===== config.mk =====
export PLATFORM = sky130hd
export DESIGN_NAME = exe_result_queue
export DESIGN_NICKNAME = d
export VERILOG_FILES = /design/src/verilog/exe_result_queue.sv
export VERILOG_INCLUDE_DIRS = /design/src /design/src/include
export SDC_FILE = /design/constraint.sdc
export NUM_CORES = 1
export LEC_CHECK = 0
export ABC_AREA = 1
export BUFFER_PORTS_ARGS = -buffer_cell sky130_fd_sc_hd__buf_2
export CORE_ASPECT_RATIO = 1.25
export CORE_MARGIN = 5
export CORE_UTILIZATION = 30
export CTS_CLUSTER_DIAMETER = 120
export DETAILED_ROUTE_END_ITERATION = 10
export GPL_TIMING_DRIVEN = 0
export HOLD_SLACK_MARGIN = 0.08
export PLACE_DENSITY = 0.48
export SETUP_SLACK_MARGIN = 0.5
export SLEW_MARGIN = 25
export SYNTH_ARGS = -nofsm -noshare
export SYNTH_HDL_FRONTEND = slang
export SYNTH_SLANG_ARGS = --single-unit

===== constraint.sdc =====
create_clock -name clk -period 15.3 [get_ports clk]
set_input_delay 3.06 -clock clk [delete_from_list [all_inputs] [get_ports clk]]
set_output_delay 3.06 -clock clk [all_outputs]
set_load 0.1 [all_outputs]

===== src/include/exe_settings.svh =====
`ifndef EXE_SETTINGS_SVH
`define EXE_SETTINGS_SVH

// data path width
`define EXE_XLEN 32

// register index width, 32 architectural registers
`define EXE_REG_W 5

`endif


===== src/verilog/exe_result_queue.sv =====
`timescale 1ns/1ps
`include "exe_settings.svh"

module exe_result_queue (
    input  logic                   clk,
    input  logic                   arst_n,
    input  logic                   wr_valid,
    output logic                   wr_ready,
    input  logic [`EXE_XLEN-1:0]   wr_pc,
    input  logic [`EXE_REG_W-1:0]  wr_rd_idx,
    input  logic                   wr_rd_en,
    input  logic [`EXE_XLEN-1:0]   wr_wdata,
    input  logic                   wr_taken,
    input  logic [`EXE_XLEN-1:0]   wr_target,
    output logic                   rd_valid,
    input  logic                   rd_ready,
    output logic [`EXE_XLEN-1:0]   rd_pc,
    output logic [`EXE_REG_W-1:0]  rd_rd_idx,
    output logic                   rd_rd_en,
    output logic [`EXE_XLEN-1:0]   rd_wdata,
    output logic                   rd_taken,
    output logic [`EXE_XLEN-1:0]   rd_target
);
    logic [`EXE_XLEN-1:0]  pc_mem     [2];
    logic [`EXE_REG_W-1:0] rd_idx_mem [2];
    logic                  rd_en_mem  [2];
    logic [`EXE_XLEN-1:0]  wdata_mem  [2];
    logic                  taken_mem  [2];
    logic [`EXE_XLEN-1:0]  target_mem [2];
    logic                  wr_ptr;
    logic                  rd_ptr;
    logic [1:0]            count;
    logic                  do_wr;
    logic                  do_rd;

    assign rd_valid = (count != 2'd0);
    assign wr_ready = (count != 2'd2) || rd_ready; // full still takes a write on a pop
    assign do_wr    = wr_valid && wr_ready;
    assign do_rd    = rd_valid && rd_ready;

    always_ff @(posedge clk or negedge arst_n) begin
        if (!arst_n) begin
            wr_ptr <= 1'b0;
            rd_ptr <= 1'b0;
            count  <= 2'd0;
        end else begin
            if (do_wr) wr_ptr <= !wr_ptr;
            if (do_rd) rd_ptr <= !rd_ptr;
            count <= count + {1'b0, do_wr} - {1'b0, do_rd};
        end
    end

    always_ff @(posedge clk) begin
        if (do_wr) begin
            pc_mem[wr_ptr]     <= wr_pc;
            rd_idx_mem[wr_ptr] <= wr_rd_idx;
            rd_en_mem[wr_ptr]  <= wr_rd_en;
            wdata_mem[wr_ptr]  <= wr_wdata;
            taken_mem[wr_ptr]  <= wr_taken;
            target_mem[wr_ptr] <= wr_target;
        end
    end

    // head entry
    assign rd_pc     = pc_mem[rd_ptr];
    assign rd_rd_idx = rd_idx_mem[rd_ptr];
    assign rd_rd_en  = rd_en_mem[rd_ptr];
    assign rd_wdata  = wdata_mem[rd_ptr];
    assign rd_taken  = taken_mem[rd_ptr];
    assign rd_target = target_mem[rd_ptr];

endmodule


======== After elaboration in Yosys (flattened, before gate mapping) ========
Memory sizes are Yosys's and may differ from the RTL's.
Index checks and enable logic that the tools add are counted.
word-level totals
  memories kept ........................... 6
  word-level logic and storage cells ...... 20
  input bits .............................. 107
  memory bits (writable) .................. 206
  output and inout bits ................... 105
  register bits ........................... 4
memory list
  name        depth  width  read ports  clocked after Yosys merged registers in  write ports  line                    source
  pc_mem      2      32     1           0                                        1            exe_result_queue.sv:24  logic [`EXE_XLEN-1:0] pc_mem [2];
  target_mem  2      32     1           0                                        1            exe_result_queue.sv:29  logic [`EXE_XLEN-1:0] target_mem [2];
  wdata_mem   2      32     1           0                                        1            exe_result_queue.sv:27  logic [`EXE_XLEN-1:0] wdata_mem [2];
  rd_idx_mem  2      5      1           0                                        1            exe_result_queue.sv:25  logic [`EXE_REG_W-1:0] rd_idx_mem [2];
  rd_en_mem   2      1      1           0                                        1            exe_result_queue.sv:26  logic rd_en_mem [2];
  taken_mem   2      1      1           0                                        1            exe_result_queue.sv:28  logic taken_mem [2];
cells by class
  eq/ne operators ......................... 1
  muxes and demuxes ....................... 2
  add/sub/neg operators ................... 2
  reduce and logical (&&, ||, !) cells .... 6
operator list
  kind                count
  $add 2x1->2         1
  $logic_and 1x1->1   2
  $logic_not 1->1     2
  $mux 1              2
  $ne 2x2->1 const B  1
  $reduce_bool 2->1   1
  $sub 2x1->2         1
  $logic_or 1x1->1    1

======== Logic depth before layout (Yosys ltp) ========
  depth after elaboration ................. 5
  mapped depth ............................ 10
  depth with buffers taken out ............ 10

======== Least setup slack after synthesis ========
No wires, ideal clock.
  path kind ............................... input -> register
  from .................................... in rd_ready
  to ...................................... mem pc_mem[1][0] (netlist bit), enable pin
  path buffers ............................ 0
  stages .................................. 4
  library setup time ...................... 0.566 ns
  setup slack ............................. 6.310 ns
  data required time ...................... 14.734 ns
  data arrival time ....................... 8.424 ns
  cells stage by stage .................... inv_1 -> nand3_1 -> nand2_1 -> nor2_1
on the way
  word-level cells in the longest chain between the ends .. 4
ends and longest elaborated chain
  element                       line                    source
  start, declared               exe_result_queue.sv:16  input logic rd_ready,
  $logic_or 1x1->1              exe_result_queue.sv:37  assign wr_ready = (count != 2'd2) || rd_ready;
  via wr_ready                  exe_result_queue.sv:8   output logic wr_ready,
  $logic_and 1x1->1             exe_result_queue.sv:38  assign do_wr = wr_valid && wr_ready;
  $mux 1                        exe_result_queue.sv:54  if (do_wr) begin
  $mux 1 (implied by the code)  exe_result_queue.sv:55  pc_mem[wr_ptr] <= wr_pc;
  end, declared                 exe_result_queue.sv:24
The timed path passes the listed nets, and every way through them passes these cells.

======== Worst setup path after layout ========
  from .................................... in rd_ready
  to ...................................... out wr_ready
on the way
  word-level cells in the longest chain between the ends .. 1
ends and longest elaborated chain
  element           line
  $logic_or 1x1->1  exe_result_queue.sv:37
  end, declared     exe_result_queue.sv:8
Every way passes these cells.

==> flow_summary.yaml <==
sta:
  skew_ps: 7.38
  tns_ps: 0
  tightest_slew_ps: 666
  rsz0062_at_grt: "no"
  finalMaxSlewViolations: 0
  finalHoldViolations: 0
  setup_viol: 0
  finalCriticalPeriod_ps: 6830
  finalCritPeriodShare: 0.446
  slew_headroom: 0.555
  fmax_ghz: 0.146
critical_path:
  worstPathRequired_ps: 12240
  critPathKind: "in2out"
  endpoint_kind: "primary output"
  r2r_end: "pc_mem[1][8]$_DFFE_PP_"
  rr_startpoint: "count[1]$_DFF_PN0_"
  worstRegToRegCells: 6
  crit_path_max_fanout: 3
  crit_arrival_ps: 3770
  ff2ff_setup_slack_ps: 13110
  cp-start-kind: "primary input"
logic_synthesis:
  synthCells: 569
  syn-cell-area_um2: 7740
  ys_warn_count: 0
  syn_nets: 678
  seq_area_frac_synth: 0.812
  yosys_register_bits: 210
  ys_types: 12
  syn_avg_cell_area_um2: 13.6
drt:
  drt_iter0_markers: 205
  wl_per_cell_um: 15.6
  drtPass1Iterations: 4
  ant_nets: 0
  wl_um: 18200
  drc: 0
  viasPerCell: 4.13
  vias: 4798
layout:
  antenna_cells: 0
  drive_gt1_frac: 0.331
  final_nets: 920
  fill_cells: 2440
  areaGrowthSynthToFinish_pct: 30.1
floorplanning:
  die_area_um2: 29100
  pin_count: 212
  coreArea_um2: 25400
  die_h_um: 190
  fp.dieW_um: 154
  initial_utilization: 0.305
  rows: 65
cts:
  ctsRootBufferMaster: "clkbuf_16"
  clk_path_buf_depth: 3
  clk_latency_ps: 510
  cts_tree: "yes"
  hold_buffers: 0
  h-tree-depth: 1
  cts_buffers: 23
  cts_sinks: 210
  cts_setup_buffers: 0
  clk_pin_slew_ps: 60
  cts.repair.resized: 0
global_route:
  grt_util_met2: 0.213
  top_usage_layer: "met2"
  grt_max_degree: 54
  gr-usage-all-layers: 0.120
  grt.overflow.total: 0
  grtUsageMet1: 0.138
  grt_pass1_vias: 4879
  grt_pass1_wl_um: 27400
  grt.met3_usage: 0.0387
  antenna_found_initial: 3
hold_path:
  whs_path_depth: 2
  hold_class: "reg2reg"
  hold_path_startpoint: "wr_ptr$_DFFE_PN0P_"
  hold_path_end: "wr_ptr$_DFFE_PN0P_"
run_status:
  run_status: "complete, no violations"
placed_design:
  io_buffers: 211
  gp_congestion: 0.710
  place_hpwl_um: 12700
run:
  maxCapViolations: 0
-- routing by layer --
layer | routed length, um | vias to the layer above
li1 | - | 2406
met1 | 7010 | 2215
met2 | 9320 | 139
met3 | 1400 | 32
met4 | 403 | 6
met5 | 34 | -
-- synth_stat cells (all sizes together) --
master,instances,share of area
nor2,1,0.00048
xor2,1,0.0011
buf,23,0.021
ha,2,0.0032
xnor2,1,0.0011
inv,9,0.0044
nand2,320,0.16
nand3,2,0.0013
edfxtp,206,0.80
dfrtp,4,0.013
-- worst max-delay path by stage --
stage,cells after the start,endpoint,slack [ps],start
after CTS,4,wr_ready,8470,rd_ready
after detailed placement,4,wr_ready,8470,rd_ready
after floorplan,4,pc_mem[1][0]$_DFFE_PP_,6310,rd_ready
after global placement,5,pc_mem[1][11]$_DFFE_PP_,3810,rd_ready
after global routing,4,wr_ready,8430,rd_ready
final,4,wr_ready,8470,rd_ready
-- flip-flops by register name, summed over array words and instances, names as in the netlist --
signal,count
wdata_mem,64
taken_mem,2
rd_idx_mem,10
rd_ptr,1
target_mem,64
rd_en_mem,2
count,2
wr_ptr,1
pc_mem,64
-- stage by stage --
step | setup WS, ps | std cells | area (um^2) | hold slack, ps | util
2_1_floorplan | 6310 | 569 | 7740 | 442 | -
3_3_place_gp | 3810 | 1115 | 9220 | 455 | 0.363
3_5_place_dp | 8470 | 1121 | 9370 | 465 | 0.369
4_1_cts | 8470 | 1163 | 10100 | 478 | 0.397
5_1_grt | 8430 | 1163 | 10100 | 514 | 0.397
6_report | 8470 | 1163 | 10100 | 473 | 0.397
-- worst max-delay path, cell delays in order --
cell	delay (ps)
buf_2	90
inv_1	30
nand3_1	110
buf_2	460
-- area by class of cell --
type                       instances  area [um^2]  share of cell area
buffer                            23          165              0.0164
inverter                           9         41.3             0.00410
tap                              335          419              0.0416
clock inverter                    17          119              0.0118
sequential                       210         6290               0.624
multi-input combinational        327         1260               0.126
clock buffer                      25          583              0.0579
timing repair buffer             217         1190               0.119
-- cells in the final DEF (no fill, tap or decap), drive strengths merged, types with 2 or more instances in the layout --
master    synthesis  routed
ha                2       2
edfxtp          206     206
inv               9      10
nand2           320     320
nand3             2       2
clkinv            0      13
buf              23     240
clkbuf            0      25
dfrtp             4       4
clkinvlp          0       2
-- cells by family (layout without fill, tap and decap cells) --
family                   Yosys count  count (layout)  share of synthesized area
AND/OR/NAND/NOR                  323             323                      0.157
buffers and inverters             32             291                     0.0257
XOR/XNOR                           2               2                    0.00226
adder cells (fa/ha/maj)            2               2                    0.00323
flip-flops                       210             210                      0.812
Power is not shown: default switching activity piles up to over one toggle a cycle in this logic, so the estimate is an artifact.
